===== src/mul_arith_pkg.sv =====
package mul_arith_pkg;

	// operand and result width of the integer pipeline.
	localparam int xlen = 64;

	// two extra bits turn every signedness combination into one signed multiply.
	localparam int opnd_w = xlen + 2;

	// the full product of two extended operands.
	localparam int prod_w = 2 * opnd_w;

	// one radix-4 Booth group per two multiplier bits.
	localparam int pp_num = opnd_w / 2;

	// the partial products plus the row that collects the negation bits.
	localparam int tree_rows = pp_num + 1;

endpackage


===== src/mul_op_pkg.sv =====
package mul_op_pkg;

	// funct3 codes of the M extension multiplies.
	localparam logic [2:0] funct3_mul = 3'd0;
	localparam logic [2:0] funct3_mulh = 3'd1;
	localparam logic [2:0] funct3_mulhsu = 3'd2;
	localparam logic [2:0] funct3_mulhu = 3'd3;

	// which part of the 128-bit product is written back.
	typedef enum logic [1:0] {
		sel_lo = 2'd0,
		sel_hi = 2'd1,
		sel_word = 2'd2
	} res_sel_t;

endpackage


===== src/mul_decode.sv =====
module mul_decode (
	input  logic                                  clk,
	input  logic                                  arst_n,
	input  logic                                  mul_valid,
	input  logic                                  flush,
	input  logic [2:0]                            funct3,
	input  logic                                  is_word,
	input  logic [mul_arith_pkg::xlen-1:0]        multiplicand,
	input  logic [mul_arith_pkg::xlen-1:0]        multiplier,
	output logic                                  dec_valid,
	output mul_op_pkg::res_sel_t                  dec_sel,
	output logic [mul_arith_pkg::opnd_w-1:0]      dec_a,
	output logic [mul_arith_pkg::opnd_w-1:0]      dec_b
);

	localparam int half = mul_arith_pkg::xlen / 2;
	localparam int ext_w = mul_arith_pkg::opnd_w - mul_arith_pkg::xlen;

	logic                           legal;
	logic                           accept;
	logic                           sign_a;
	logic                           sign_b;
	mul_op_pkg::res_sel_t           sel;
	logic [mul_arith_pkg::xlen-1:0] a_src;
	logic [mul_arith_pkg::xlen-1:0] b_src;

	// MUL and MULW take the signed path since their low bits do not depend on it.
	always_comb begin
		legal = 1'b1;
		sign_a = 1'b0;
		sign_b = 1'b0;
		sel = mul_op_pkg::sel_hi;
		case (funct3)
			mul_op_pkg::funct3_mul: begin
				sign_a = 1'b1;
				sign_b = 1'b1;
				sel = is_word ? mul_op_pkg::sel_word : mul_op_pkg::sel_lo;
			end
			mul_op_pkg::funct3_mulh: begin
				sign_a = 1'b1;
				sign_b = 1'b1;
			end
			mul_op_pkg::funct3_mulhsu: sign_a = 1'b1;
			mul_op_pkg::funct3_mulhu: sign_a = 1'b0;
			default: legal = 1'b0;
		endcase
		if (is_word && funct3 != mul_op_pkg::funct3_mul) begin
			legal = 1'b0;
		end
	end

	// the word form replaces the upper half with copies of bit 31.
	assign a_src = is_word ? {{half{multiplicand[half-1]}}, multiplicand[half-1:0]} : multiplicand;
	assign b_src = is_word ? {{half{multiplier[half-1]}}, multiplier[half-1:0]} : multiplier;

	assign accept = mul_valid && !flush && legal;

	always_ff @(posedge clk or negedge arst_n) begin
		if (!arst_n) begin
			dec_valid <= 1'b0;
			dec_sel <= mul_op_pkg::sel_lo;
			dec_a <= '0;
			dec_b <= '0;
		end else begin
			dec_valid <= accept;
			if (accept) begin
				dec_sel <= sel;
				dec_a <= {{ext_w{sign_a & a_src[mul_arith_pkg::xlen-1]}}, a_src};
				dec_b <= {{ext_w{sign_b & b_src[mul_arith_pkg::xlen-1]}}, b_src};
			end
		end
	end

endmodule


===== config.mk =====
export PLATFORM = sky130hd
export DESIGN_NAME = mul_decode
export DESIGN_NICKNAME = d
export VERILOG_FILES = /design/src/mul_arith_pkg.sv /design/src/mul_op_pkg.sv /design/src/mul_decode.sv
export SDC_FILE = /design/constraint.sdc
export NUM_CORES = 1
export LEC_CHECK = 0
export ABC_AREA = 1
export BUFFER_PORTS_ARGS = -buffer_cell sky130_fd_sc_hd__buf_4
export CORE_MARGIN = 2
export CORE_UTILIZATION = 35
export DETAILED_ROUTE_END_ITERATION = 10
export PLACE_DENSITY = 0.61
export SYNTH_ARGS = -nofsm -noshare
export SYNTH_HDL_FRONTEND = slang
export SYNTH_SLANG_ARGS = --single-unit

===== constraint.sdc =====
create_clock -name clk -period 0.9 [get_ports clk]
set_clock_uncertainty 0.1 [all_clocks]
set_input_delay 0.09 -clock clk [delete_from_list [all_inputs] [get_ports clk]]
set_output_delay 0.09 -clock clk [all_outputs]
set_load 0.05 [all_outputs]

Yosys cells after proc, flatten, opt, wreduce, memory -nomap -nowiden
Index checks and enable logic that the tools add are counted.
Operators by class
  equal/unequal tests: 3
  mux-type cells: 8
  bitwise gates (word level): 2
  reductions and logical operators: 9
Operators by type and width (count)
  2-to-1 mux 64 bit: 2
  equality test 3 x 2 -> 1 bit (second input constant): 2
  2-to-1 mux 1 bit: 4
  2-to-1 mux 2 bit: 2
  OR reduction 4 bit: 1
  equality test 3 x 1 -> 1 bit (second input constant): 1
  logical AND 1 bit: 3
  zero test 3 bit: 1
  nonzero test 3 bit: 1
  OR reduction 3 bit: 1
  AND 1 bit: 2
  OR reduction 2 bit: 1
  zero test 1 bit: 1
Storage, ports and cells
  register bits: 133
  input bits: 136
  logic and storage cells: 26

Longest topological paths before layout
  word-level depth: 5
  gate-level depth with buffers: 7
  mapped depth without buffers: 5

Worst setup path after synthesis
Ideal clock, no wire load.
  path kind: input -> register
  start: in flush
  end: reg dec_a[0] (netlist bit)
  setup time: 0.118 ns
  data arrival time: 0.912 ns
  required time: 0.682 ns
  setup slack: -0.230 ns
  cell stages on the path: 6
  path buffers: 2
  cell sequence: nor2_1 > nand3_2 > buf_2 > clkbuf_1 > nand3_1 > nand2_1
Between the ends
  word-level cells in the longest chain between the ends: 3
Ends and longest elaborated chain
  start: declaration: RTL line mul_decode.sv:5  | input logic flush,
  zero test 1 bit: RTL line mul_decode.sv:56  | assign accept = mul_valid && !flush && legal;
  logical AND 1 bit (2 in series): RTL line mul_decode.sv:56
  end signal: assignment: RTL line mul_decode.sv:68  | dec_a <= {{ext_w{sign_a & a_src[mul_arith_pkg::xlen-1]}}, a_src};
  end: declaration: RTL line mul_decode.sv:12  | output logic [mul_arith_pkg::opnd_w-1:0] dec_a,
Every way passes these cells.
A chain may end at the register's enable or synchronous reset.

Worst setup path in the final report
  start: reg dec_a[64] (netlist name)
  end: out dec_a[64] (netlist bit)
No word-level cell between the ends.

==> results.sh <==
export IMPL_slew_headroom_pct=77.3
export IMPL_period_needed_ns=1.20
export IMPL_cp_end_kind="output pin"
export IMPL_ir_drop_mv=1.30
export IMPL_ant_nets=0
export IMPL_setup_viol=140
export IMPL_placed_cell_area_mm2=0.00836
export IMPL_rsz0062_at_grt="true"
export IMPL_grt_max_degree=95
export IMPL_dp_hpwl_um=12500
export IMPL_utilization_pct=69.5
export IMPL_core_area_mm2=0.0164
export IMPL_root_buffer="clkbuf_16"
export IMPL_ys_seq_area_share_pct=57.1
export IMPL_wl_um=22300
export IMPL_netlist_area_mm2=0.00583
export IMPL_finalHoldViolCount=0
export IMPL_antenna_cells=0
export IMPL_synthCells=729
export IMPL_clock_sinks=133
export IMPL_synth_top_cell_area_share_pct=57.1
export IMPL_path_clk_slew_ns=0.06
export IMPL_clockBufferDepth=2
export IMPL_routedWlPerCell_um=15.8
export IMPL_cp_start_kind="flop"
export IMPL_synth_area_leaders="dfrtp_1, nand2_1, nand3_1, buf_2, buf_4"
export IMPL_avgSynthCellArea_um2=7.99
export IMPL_path_delay_family="flip-flops"
export IMPL_post_route_period_util_pct=133
export IMPL_antenna_found_initial=0
export IMPL_max_clock_freq_mhz=835
export IMPL_worst_pin_slew_ns=0.341
export IMPL_fin_ws_ns=-0.298
export IMPL_cellLeakagePower_nw=6.10
export IMPL_path_max_fanout=3
export IMPL_syn_num_nets=865
export IMPL_hp_class="input port to asynchronous set/reset pin"
export IMPL_drive_above_1_share_pct=38.0
export IMPL_drtIter0Drc=398
export IMPL_place_gp_congestion=0.800
export IMPL_num_rows=47
export IMPL_crit_path_max_incr_delay_ns=0.44
export IMPL_die_area_mm2=0.0177
export IMPL_num_io_pins=271
export IMPL_violations="negative setup slack"
export IMPL_status="finished, violations left"
export IMPL_crit_arrival_ns=1.01
export IMPL_synth_cell_types=14
export IMPL_path_cells="buf_6"
export IMPL_fin_nets=1318
export IMPL_synth_top_cell_by_area="dfrtp_1"
export IMPL_synth_seq_cells=133
export IMPL_firstDrtPassIters=5
export IMPL_die_w_um=133
export IMPL_syn2layout_area_growth_pct=95.8
export IMPL_worstSetupPathType="flop to output pin"
export IMPL_stdcell_area_mm2=0.0114
export IMPL_viasPerCell=4.66
export IMPL_placement_io_buffers=270
export IMPL_ys_warn_count=0
export IMPL_regArea_mm2=0.00337
export IMPL_maxCapViolCount=0
export IMPL_post_route_drc_count=0
export IMPL_drv_slew=0
export IMPL_grt_pass1_wl_um=34000
export IMPL_tritoncts="yes"
export IMPL_cts_buffers=17
export IMPL_grt_pass1_vias=6675
export IMPL_cpMaxStageDelayCell="dfrtp_2"
export IMPL_die_h_um=133
export IMPL_power_density_mw_per_mm2=2370
export IMPL_track_usage_pct=24.0
export IMPL_cts_htree_levels=4
export IMPL_grt_overflow_total=0
export IMPL_insertion_delay_ns=0.41
export IMPL_start_util_pct=35.5
export IMPL_multi_input_area_mm2=0.00233
export IMPL_routed_via_count=6600
export IMPL_cp_num_buf_inv=1
export IMPL_fillCellCount=1190
export IMPL_worstPathRequired_ns=0.71
==> worst paths after layout <==
path | from | to | slack [ns] | depth (start not counted)
max in group asynchronous | arst_n | dec_b[7] | 0.20 | 3
worst min-delay path | arst_n | dec_a[47] | 0.02 | 2
worst min register to register | dec_a[60] | dec_a[60] | 0.43 | 2
worst max-delay path | dec_a[64] | dec_a[64] | -0.30 | 1
min in group clk | funct3[0] | dec_a[64] | 0.05 | 7
worst max register to register | dec_b[59] | dec_b[59] | -0.08 | 4
==> layout make-up <==
cell class,instances,area share [%]
inverters,6,0.197
flip-flops and latches,133,29.5
clock buffers,20,3.92
clock inverters,12,1.36
repair buffers,491,42.2
well taps,220,2.41
multi-input cells,533,20.4
==> power breakdown <==
| part | switching [W] | internal [W] | total [W] |
|---|---|---|---|
| clock network | 0.00269 | 0.00444 | 0.00713 |
| registers | 0.000992 | 0.00729 | 0.00828 |
| logic | 0.00682 | 0.00477 | 0.0116 |
==> flip-flops by register name (all words and copies together), names as in the netlist <==
register   cells
dec_a         65
dec_b         65
dec_sel        2
dec_valid      1
==> metrics by stage <==
stage / setup slack (ns) / setup TNS (ns) / hold slack, ns / power [W] / std cells
2_1_floorplan: -0.0974 / -9.37 / -0.306 / 0.0140 / 729
3_3_place_gp: -0.365 / -41.77 / -0.107 / 0.0173 / 1198
3_5_place_dp: -0.422 / -46.13 / -0.109 / 0.0174 / 1198
4_1_cts: -0.322 / -36.68 / 0.0122 / 0.0264 / 1385
5_1_grt: -0.329 / -38.86 / 0.0436 / 0.0280 / 1415
6_report: -0.298 / -35.06 / 0.0178 / 0.0270 / 1415
==> cell families after synthesis <==
| family | synth area share [%] |
|---|---|
| simple gates | 37.2 |
| flops | 57.1 |
| buf+inv | 5.37 |
| compound gates | 0.301 |
==> what timing repair did <==
item / CTS / global route
buffers inserted: 26 / 35
hold buffers: 129 / 0
endpoints found under the hold margin: 263 / 0
gates resized for setup: 135 / 45
gates cloned: 0 / 2
pin swaps: 0 / 21
setup endpoints to repair: 135 / 199
==> per-layer routing <==
layer / wire, um / track usage (%) / vias to the layer above
li1: - / - / 3199
met1: 9230 / 30.3 / 3074
met2: 10900 / 39.7 / 270
met3: 1410 / 5.21 / 57
met4: 760 / 10.6 / 0
met5: 0 / 0 / -
==> cells in the final DEF (no fill, tap or decap), types with 3 or more instances in the layout <==
| master | netlist | final |
|---|---|---|
| clkinv_2 | 0 | 3 |
| dlygate4sd3_1 | 0 | 129 |
| buf_4 | 9 | 193 |
| clkinv_4 | 0 | 3 |
| nand2_2 | 1 | 4 |
| bufinv_16 | 0 | 3 |
| dfrtp_2 | 0 | 33 |
| nand2_1 | 395 | 391 |
| inv_1 | 6 | 5 |
| dfrtp_1 | 133 | 100 |
| nand3_1 | 130 | 112 |
| buf_6 | 1 | 152 |
| clkbuf_16 | 0 | 19 |
| buf_12 | 0 | 12 |
| nand3_2 | 2 | 18 |
==> cells in the mapped netlist <==
library cell  number
buf_1              1
nand3_1          130
a21boi_0           1
inv_1              6
buf_6              1
nand2_2            1
nor2_1             2
buf_2             28
nand2_1          395
dfrtp_1          133
nand3_2            2
buf_4              9
clkbuf_1          18
a21oi_1            2
No activity file was read; power rests on OpenSTA's default activity.
