$ cat config.mk
export PLATFORM = sky130hd
export DESIGN_NAME = mul_result
export DESIGN_NICKNAME = d
export VERILOG_FILES = /design/src/mul_arith_pkg.sv /design/src/mul_op_pkg.sv /design/src/mul_result.sv
export SDC_FILE = /design/constraint.sdc
export NUM_CORES = 1
export LEC_CHECK = 0
export BUFFER_PORTS_ARGS = -buffer_cell sky130_fd_sc_hd__clkbuf_2
export CAP_MARGIN = 5
export CORE_UTILIZATION = 50
export CTS_CLUSTER_SIZE = 30
export DETAILED_ROUTE_END_ITERATION = 8
export HOLD_SLACK_MARGIN = 0.02
export PLACE_DENSITY = 0.8
export SYNTH_ARGS = -nofsm -noshare
export SYNTH_HDL_FRONTEND = slang
export SYNTH_SLANG_ARGS = --single-unit
$ cat constraint.sdc
create_clock -name clk -period 1.2 [get_ports clk]
set_clock_uncertainty 0.15 [all_clocks]
set_input_delay 0.06 -clock clk [delete_from_list [all_inputs] [get_ports clk]]
set_output_delay 0.06 -clock clk [all_outputs]
set_load 0.05 [all_outputs]
$ cat src/mul_arith_pkg.sv
package mul_arith_pkg;

	// operand and result width of the integer pipeline.
	localparam int xlen = 64;

	// two extra bits turn every signedness combination into one signed multiply.
	localparam int opnd_w = xlen + 2;

	// the full product of two extended operands.
	localparam int prod_w = 2 * opnd_w;

	// one radix-4 Booth group per two multiplier bits.
	localparam int pp_num = opnd_w / 2;

	// the partial products plus the row that collects the negation bits.
	localparam int tree_rows = pp_num + 1;

endpackage

$ cat src/mul_op_pkg.sv
package mul_op_pkg;

	// funct3 codes of the M extension multiplies.
	localparam logic [2:0] funct3_mul = 3'd0;
	localparam logic [2:0] funct3_mulh = 3'd1;
	localparam logic [2:0] funct3_mulhsu = 3'd2;
	localparam logic [2:0] funct3_mulhu = 3'd3;

	// which part of the 128-bit product is written back.
	typedef enum logic [1:0] {
		sel_lo = 2'd0,
		sel_hi = 2'd1,
		sel_word = 2'd2
	} res_sel_t;

endpackage

$ cat src/mul_result.sv
module mul_result (
	input  logic                                  clk,
	input  logic                                  arst_n,
	input  logic                                  flush,
	input  logic                                  ex_valid,
	input  mul_op_pkg::res_sel_t                  ex_sel,
	input  logic [mul_arith_pkg::prod_w-1:0]      ex_sum,
	input  logic [mul_arith_pkg::prod_w-1:0]      ex_carry,
	output logic                                  out_valid,
	output logic [mul_arith_pkg::xlen-1:0]        result
);

	localparam int xw = mul_arith_pkg::xlen;

	logic [mul_arith_pkg::prod_w-1:0] product;
	logic [xw-1:0]                    sel_val;

	// carries out of the top bit are dropped since the product fits in the width.
	assign product = ex_sum + ex_carry;

	always_comb begin
		case (ex_sel)
			mul_op_pkg::sel_hi: sel_val = product[2*xw-1:xw];
			mul_op_pkg::sel_word: sel_val = {{(xw/2){product[xw/2-1]}}, product[xw/2-1:0]};
			default: sel_val = product[xw-1:0];
		endcase
	end

	always_ff @(posedge clk or negedge arst_n) begin
		if (!arst_n) begin
			out_valid <= 1'b0;
			result <= '0;
		end else begin
			out_valid <= ex_valid && !flush;
			if (ex_valid) begin
				result <= sel_val;
			end
		end
	end

endmodule

==> flow_summary.yaml, run 1 <==
outcome:
  outcome: "aborted with a tool error"
  last-stage-reached: "5_1_grt"
  tool.error: "[ERROR GRT-0116] Global routing finished with congestion. Check the congestion regions in the DRC Viewer."
synthesis:
  ys_ff_latch: 65
  synth_most_common_cell: "a21oi_1"
  syn_area_um2: 11700
  synth-edff-count: 0
  synth_cells: 1671
  yosysSeqAreaShare_pct: 13.9
  synth.avg_cell_area_um2: 7.00
  synth_flop_cell: "dfrtp_1"
  synth-async-reset-ratio_pct: 100
  synth_area_leaders: "dfrtp_1 14%, ha_1 14%, a21oi_1 10%, nor2_1 6.0%, nand2_1 4.7%"
  yosys.area.top_type_share_pct: 13.9
  ys_warn_count: 0
  synth.distinct_cells: 85
  synth_fp_nets: 2071
  synth_area_leader_cell: "dfrtp_1"
  yosys-top-cells-count: "242 x a21oi_1, 187 x nor2_1, 147 x nand2_1, 129 x ha_1, 102 x o21ai_0"
cts:
  clock_sinks: 65
  cts_root_buffer: "clkbuf_16"
  cts_buffers: 9
  clock_path_buffers: 2
  htreeDepth: 3
grt:
  grt-ovfl-total: 8
  grt_max_degree: 66
  grt_pass1_vias: 23200
  grt_first_pass_wirelength_mm: 139
  track_usage_pct: 77.2
die:
  rows: 55
  start_util_pct: 51.4
  ioPinCount: 335
  die_y_um: 155
  die_w_um: 155
place:
  place.gp.congestion: 1.07
  place_inst: 2847
  portBuffers: 326
  dpl-instance-area_um2: 19000
  dpl.hpwl_mm: 48.5
-- cell families after synthesis --
kind of cell	synth area share, %
mux	0.460
simple gates	22.3
flops	13.9
fa+ha+maj	14.0
compound gates	36.7
xor+xnor	7.48
buf+inv	5.22
-- through the flow --
stage,setup TNS (ns),setup WS [ns]
3_3_place_gp,-117.46,-2.01
4_1_cts,-92.77,-1.71
3_5_place_dp,-122.08,-2.15
2_1_floorplan,-87.46,-1.67
-- timing repair --
item	CTS
gates cloned	2
gates resized for setup	321
hold buffers	2
setup buffers	55
hold endpoints to repair	66
pin swaps	153
endpoints found under the setup margin	113
-- routing by layer --
layer	overflow	global-route usage, %
met4	6	73.6
met5	0	41.8
met1	0	75.3
met3	0	66.9
met2	2	92.8
==> inputs of run 2 (changes only) <==
CORE_UTILIZATION = 35   (was 50)
CTS_CLUSTER_SIZE = unset   (was 30)
HOLD_SLACK_MARGIN = unset   (was 0.02)
PLACE_DENSITY = unset   (was 0.8)
PLACE_DENSITY_LB_ADDON = 0.15   (was unset)
==> flow_summary.yaml, run 2 <==
grt:
  grt_first_pass_wirelength_mm: 93.4
  grt.busiest_layer: "met2"
  grt_max_degree: 78
  grt_util_met2_pct: 56.2
  gr-usage-met1_pct: 50.8
  antenna_found_initial: 0
  grtUsageMet3_pct: 4.80
  track_usage_pct: 35.9
  grt_pass1_vias: 16600
  grt-ovfl-total: 0
sta:
  hold_viol: 1
  slew_headroom_pct: 53.2
  period_needed_ns: 2.94
  worst_pin_slew_ns: 0.694
  drv_slew: 0
  max_freq_ghz: 0.340
  holdWs_ns: -0.0378
  min_period_over_period_pct: 245
  layout_setup_ws_ns: -1.74
  setup_viol: 65
  rsz0062_at_grt: "true"
synthesis:
  synth_area_leaders: "dfrtp_1 14%, ha_1 14%, a21oi_1 10%, nor2_1 6.0%, nand2_1 4.7%"
  synth_fp_nets: 2071
  yosysSeqAreaShare_pct: 13.9
  synth-compound-area-share_pct: 36.7
  yosys.area.top_type_share_pct: 13.9
  syn_area_um2: 11700
  ys_warn_count: 0
  synth_cells: 1671
  synth_xor_area_share_pct: 7.48
  yosys-top-cells-count: "242 x a21oi_1, 187 x nor2_1, 147 x nand2_1, 129 x ha_1, 102 x o21ai_0"
  synth-edff-count: 0
  synthSimpleGateAreaFrac_pct: 22.3
  synth_most_common_cell: "a21oi_1"
  synth.avg_cell_area_um2: 7.00
  muxShareOfSynthArea_pct: 0.460
  synth_flop_cell: "dfrtp_1"
  synth.distinct_cells: 85
  ys_ff_latch: 65
  synthAdderAreaFrac_pct: 14.0
  synth_top_family_by_area: "compound AO/OA/AOI/OAI gates"
  synth-async-reset-ratio_pct: 100
  synth_area_leader_cell: "dfrtp_1"
cts:
  cts_buffers: 9
  clock_sinks: 65
  worstSkewPairLatency_ns: 0.36
  cts_tree: "done"
  clock_path_buffers: 2
  clk_pin_slew_ns: 0.06
  cts_root_buffer: "clkbuf_16"
  htreeDepth: 3
place:
  dpl.hpwl_mm: 51.4
  place.gp.congestion: 0.973
  place_ws_ns: -2.35
  portBuffers: 326
route:
  drtAntennaViolNets: 0
  totalWireLength_mm: 62.9
  drc: 0
  drt-initial-drc-count: 1392
  dr.pass1.iters: 5
  vias: 17000
  wl_per_cell_um: 20.3
  via_per_inst: 5.49
die:
  start_util_pct: 35.8
  rows: 66
  die_y_um: 185
  die_w_um: 185
  design.core.area_um2: 32700
  die_area_um2: 34200
  ioPinCount: 335
finish:
  drive_above_1_share_pct: 55.2
  n_antenna_cell: 0
  final_cell_mix: "689 x buf_4, 249 x clkbuf_2, 172 x nor2_1"
  final_util_pct: 70.1
  mostFrequentLayoutCell: "buf_4"
  top_regs: "result x64, out_valid x1"
  largest_reg_flops: 64
  fillers: 2787
  regMostFlops: "result"
  syn_to_final_growth_pct: 95.8
  fin_nets: 3047
setup_path:
  max_stage_delay_ns: 0.35
  path_class: "input port to flop"
  crit_path_cell_trace: "buf_6 -> ha_4 -> inv_2 -> fa_2 -> nand2b_4 -> a21oi_4 -> o21ai_4 -> o31a_1 -> o31a_1 -> o21ai_4 -> and4_4 -> o21a_1 -> buf_4 -> nor3_1 -> nor3_2 -> o22a_1"
  worstPathRequired_ns: 1.36
  cp-start-kind: "input port"
  end_kind: "flop"
  path_max_fanout: 3
  crit_path_top_delay_cell: "fa_2"
  critPathArrivalTime_ns: 3.09
outcome:
  outcome: "finished, violations left"
  violations: "negative hold slack, negative setup slack"
power:
  peakVddDrop_mv: 0.767
  powerDensity_nw_per_um2: 927
  total_power_mw: 21.2
  leakage_nw: 10.6
min_path:
  hp-class: "input port to flop"
job:
  maxCapViolations: 0
run 2: cells by family (layout without fill, tap and decap cells):
| logic type | after synthesis | count (layout) |
|---|---|---|
| AO/OA/AOI/OAI | 662 | 662 |
| multiplexers | 5 | 5 |
| flip-flops | 65 | 65 |
| AND/OR/NAND/NOR | 555 | 555 |
| buffers and inverters | 154 | 1135 |
| adder cells (fa/ha/maj) | 130 | 130 |
| XOR/XNOR | 100 | 100 |
run 2: per-layer routing:
| layer | vias to the layer above | share of wire, % | wire length [um] |
|---|---|---|---|
| li1 | 8139 | - | - |
| met1 | 8081 | 46 | 29200 |
| met2 | 669 | 45 | 28000 |
| met3 | 112 | 6.4 | 4020 |
| met4 | 0 | 2.6 | 1670 |
| met5 | - | 0 | 0 |
run 2: per-stage QoR:
| stage | instances | setup TNS, ns | cell area [um^2] |
|---|---|---|---|
| final | 3094 | -97.95 | 22900 |
| after global routing | 3094 | -102.94 | 22900 |
| after CTS | 3076 | -97.46 | 21700 |
| after detailed placement | 3020 | -129.81 | 19500 |
| after global placement | 3020 | -128.94 | 19500 |
| after floorplan | 1671 | -87.46 | 12700 |
run 2: repair_timing:
item / in CTS / in global routing
resized for setup: 317 / 246
buffers inserted: 46 / 36
hold buffers: 2 / 0
pin swaps: 128 / 166
setup endpoints to repair: 128 / 86
endpoints found under the hold margin: 66 / 0
run 2: final timing paths:
path / slack, ns / to / start / cells past startpoint
max: -1.74 / result[44] / ex_sum[0] / 16
min: -0.04 / result[0] / ex_carry[0] / 4
max reg2reg: -0.11 / result[61] / result[61] / 4
min reg2reg: 0.33 / result[1] / result[1] / 1
max in group asynchronous: 0.43 / result[30] / arst_n / 3
min in group asynchronous: 0.08 / result[45] / arst_n / 3
run 2: final cells by class:
class | instances | area, um^2 | area share [%]
sequential | 65 | 1630 | 7.11
inverter | 53 | 199 | 0.868
clock inverter | 5 | 55.1 | 0.240
timing repair buffer | 1066 | 7990 | 34.9
tap | 442 | 553 | 2.41
clock buffer | 11 | 243 | 1.06
multi-input combinational | 1452 | 12200 | 53.5
run 2: power by group:
part | internal (mW) | switching [mW]
clock | 1.66 | 1.22
combinational | 7.14 | 8.22
sequential | 2.62 | 0.380
total | 11.4 | 9.82
run 2: critical path: cells and delay by family:
| kind | cells | cell delay, ns |
|---|---|---|
| buffers and inverters | 3 | 0.23 |
| AO/OA/AOI/OAI | 7 | 1.49 |
| AND/OR/NAND/NOR | 4 | 0.81 |
| adder cells (fa/ha/maj) | 2 | 0.48 |
Note: power is estimated with default switching activity, not from simulation.
==> inputs of run 3 (changes only) <==
CORE_MARGIN = 2   (was unset)
SLEW_MARGIN = 20   (was unset)
==> flow_summary.yaml, run 3 (same netlist as run 2, synthesis figures left out) <==
outcome:
  outcome: "finished, violations left"
  violations: "negative hold slack, negative setup slack"
grt:
  antenna_found_initial: 0
  grt_pass1_vias: 17200
  grt-ovfl-total: 0
  grt_first_pass_wirelength_mm: 96.2
  track_usage_pct: 34.8
  grt_max_degree: 52
route:
  wl_per_cell_um: 20.4
  vias: 17200
  totalWireLength_mm: 63.3
  dr.pass1.iters: 7
  via_per_inst: 5.55
  drtAntennaViolNets: 0
  drt-initial-drc-count: 1354
  drc: 0
power:
  total_power_mw: 21.4
  peakVddDrop_mv: 0.738
  netSwitchingFraction_pct: 46.3
  p_int_mw: 11.5
  powerDensity_nw_per_um2: 935
  leakage_nw: 10.7
  p_switching_mw: 9.89
  combinationalPowerShare_pct: 71.5
  clockPowerShare_pct: 14.4
  p_seq_share_pct: 14.1
setup_path:
  path_max_fanout: 5
  max_stage_delay_ns: 0.45
  end_kind: "flop"
  worst_path_most_repeated_cell: "buf_6"
  regToRegSetupSlack_ns: -0.06
  crit_path_top_delay_cell: "or4b_1"
  cp-start-kind: "input port"
  r2r_end: "result[55]"
  worstPathRequired_ns: 1.30
  r2r-start: "result[55]"
  critPathArrivalTime_ns: 3.12
  r2r_cells: 4
  path_class: "input port to flop"
  crit_path_cell_trace: "buf_6 -> ha_4 -> buf_4 -> buf_6 -> a211oi_4 -> o211ai_2 -> a31oi_4 -> buf_6 -> nor4b_4 -> o21a_2 -> or3_4 -> a41o_4 -> a21oi_4 -> or4b_1 -> and3_1"
sta:
  rsz0062_at_grt: "true"
  hold_viol: 1
  holdWs_ns: -0.0110
  setup_viol: 68
  fin_setup_tns_ns: -105.55
  worst_pin_slew_ns: 0.760
  drv_slew: 0
  layout_setup_ws_ns: -1.82
  period_needed_ns: 3.02
  slew_headroom_pct: 48.8
  min_period_over_period_pct: 252
  max_freq_ghz: 0.331
finish:
  regMostFlops: "result"
  fin_nets: 3060
  top_regs: "result x64, out_valid x1"
  largest_reg_flops: 64
  final_cells: 3107
  final_util_pct: 69.8
  mostFrequentLayoutCell: "buf_4"
  n_antenna_cell: 0
  drive_above_1_share_pct: 54.6
  final_cell_mix: "699 x buf_4, 251 x clkbuf_2, 171 x nor2_1, 171 x a21oi_1, 130 x nand2_1"
  syn_to_final_growth_pct: 95.1
  stdcell_area_um2: 22800
  fillers: 2766
cts:
  worstSkewPairLatency_ns: 0.36
  clk_pin_slew_ns: 0.06
  holdBufCountCts: 3
  htreeDepth: 3
  cts_buffers: 9
  clock_sinks: 65
  clock_path_buffers: 2
  cts_root_buffer: "clkbuf_16"
  cts_tree: "done"
place:
  place_inst: 3030
  dpl.hpwl_mm: 52.3
  dpl-instance-area_um2: 19600
  portBuffers: 326
  place.gp.congestion: 1.00
min_path:
  holdPathEnd: "result[0]"
  hold_depth: 4
  hp-class: "input port to flop"
  hold_start: "ex_sum[0]"
die:
  start_util_pct: 35.8
  rows: 66
  ioPinCount: 335
  design.core.area_um2: 32700
  die_y_um: 187
  die_area_um2: 34900
  die_w_um: 187
job:
  maxCapViolations: 0
run 3: cell count changes in the layout (fill, tap and decap cells not counted), sizes merged:
cell,previous run,this run
dlygate4sd3,2,3
buf,772,775
bufinv,1,2
clkbuf,303,309
clkinv,2,1
clkinvlp,2,4
a41o,1,2
run 3: per-layer routing:
layer / GRT usage [%] / share of wire (%) / vias to the layer above
met2: 56.5 / 45 / 693
met5: 0 / 0 / -
met3: 3.70 / 6.7 / 109
met1: 48.8 / 45 / 8249
li1: - / - / 8197
met4: 10.0 / 2.9 / 0
run 3: timing repair:
| action | 4_1_cts | 5_1_grt |
|---|---|---|
| buffers inserted | 38 | 41 |
| cloned | 1 | 2 |
| setup endpoints to repair | 128 | 84 |
| pin swaps | 120 | 159 |
| hold endpoints to repair | 66 | 1 |
| gates resized for setup | 321 | 200 |
run 3: layout make-up:
class                      instances  area (um^2)  area share (%)
clock buffer                       9          225           0.987
clock inverter                     7         95.1           0.417
inverter                          53          199           0.871
multi-input combinational       1453        12100            53.0
sequential                        65         1630            7.14
tap                              442          553            2.42
timing repair buffer            1078         8030            35.2
run 3: worst max path at each step:
stage,start,to,slack [ns],cells after the start
4_1_cts,ex_sum[0],result[48],-1.82,16
6_report,ex_carry[0],result[41],-1.82,15
3_3_place_gp,ex_sum[57],result[46],-2.35,13
3_5_place_dp,ex_sum[57],result[46],-2.37,13
2_1_floorplan,ex_sum[0],result[48],-1.67,14
5_1_grt,ex_carry[0],result[60],-1.89,18
run 3: critical path: cells and delay by family:
| kind | cells | cell delay (ns) |
|---|---|---|
| buffers and inverters | 4 | 0.48 |
| adder cells (fa/ha/maj) | 1 | 0.15 |
| AO/OA/AOI/OAI | 6 | 1.33 |
| AND/OR/NAND/NOR | 4 | 1.08 |
run 3: metrics by stage:
step	hold slack (ns)	setup slack, ns
6_report	-0.0110	-1.82
5_1_grt	0.00572	-1.89
4_1_cts	0.0346	-1.82
3_5_place_dp	-0.215	-2.37
3_3_place_gp	-0.217	-2.35
2_1_floorplan	-0.386	-1.67
run 3: power by group through the flow:
| stage | registers (mW) | clock network (mW) | logic (mW) |
|---|---|---|---|
| 6_report | 3.00 | 3.08 | 15.3 |
| 5_1_grt | 3.03 | 3.18 | 16.1 |
| 4_1_cts | 2.98 | 3.09 | 14.2 |
| 3_5_place_dp | 2.98 | 0 | 12.7 |
| 3_3_place_gp | 2.97 | 0 | 12.6 |
| 2_1_floorplan | 4.37 | 0 | 5.15 |
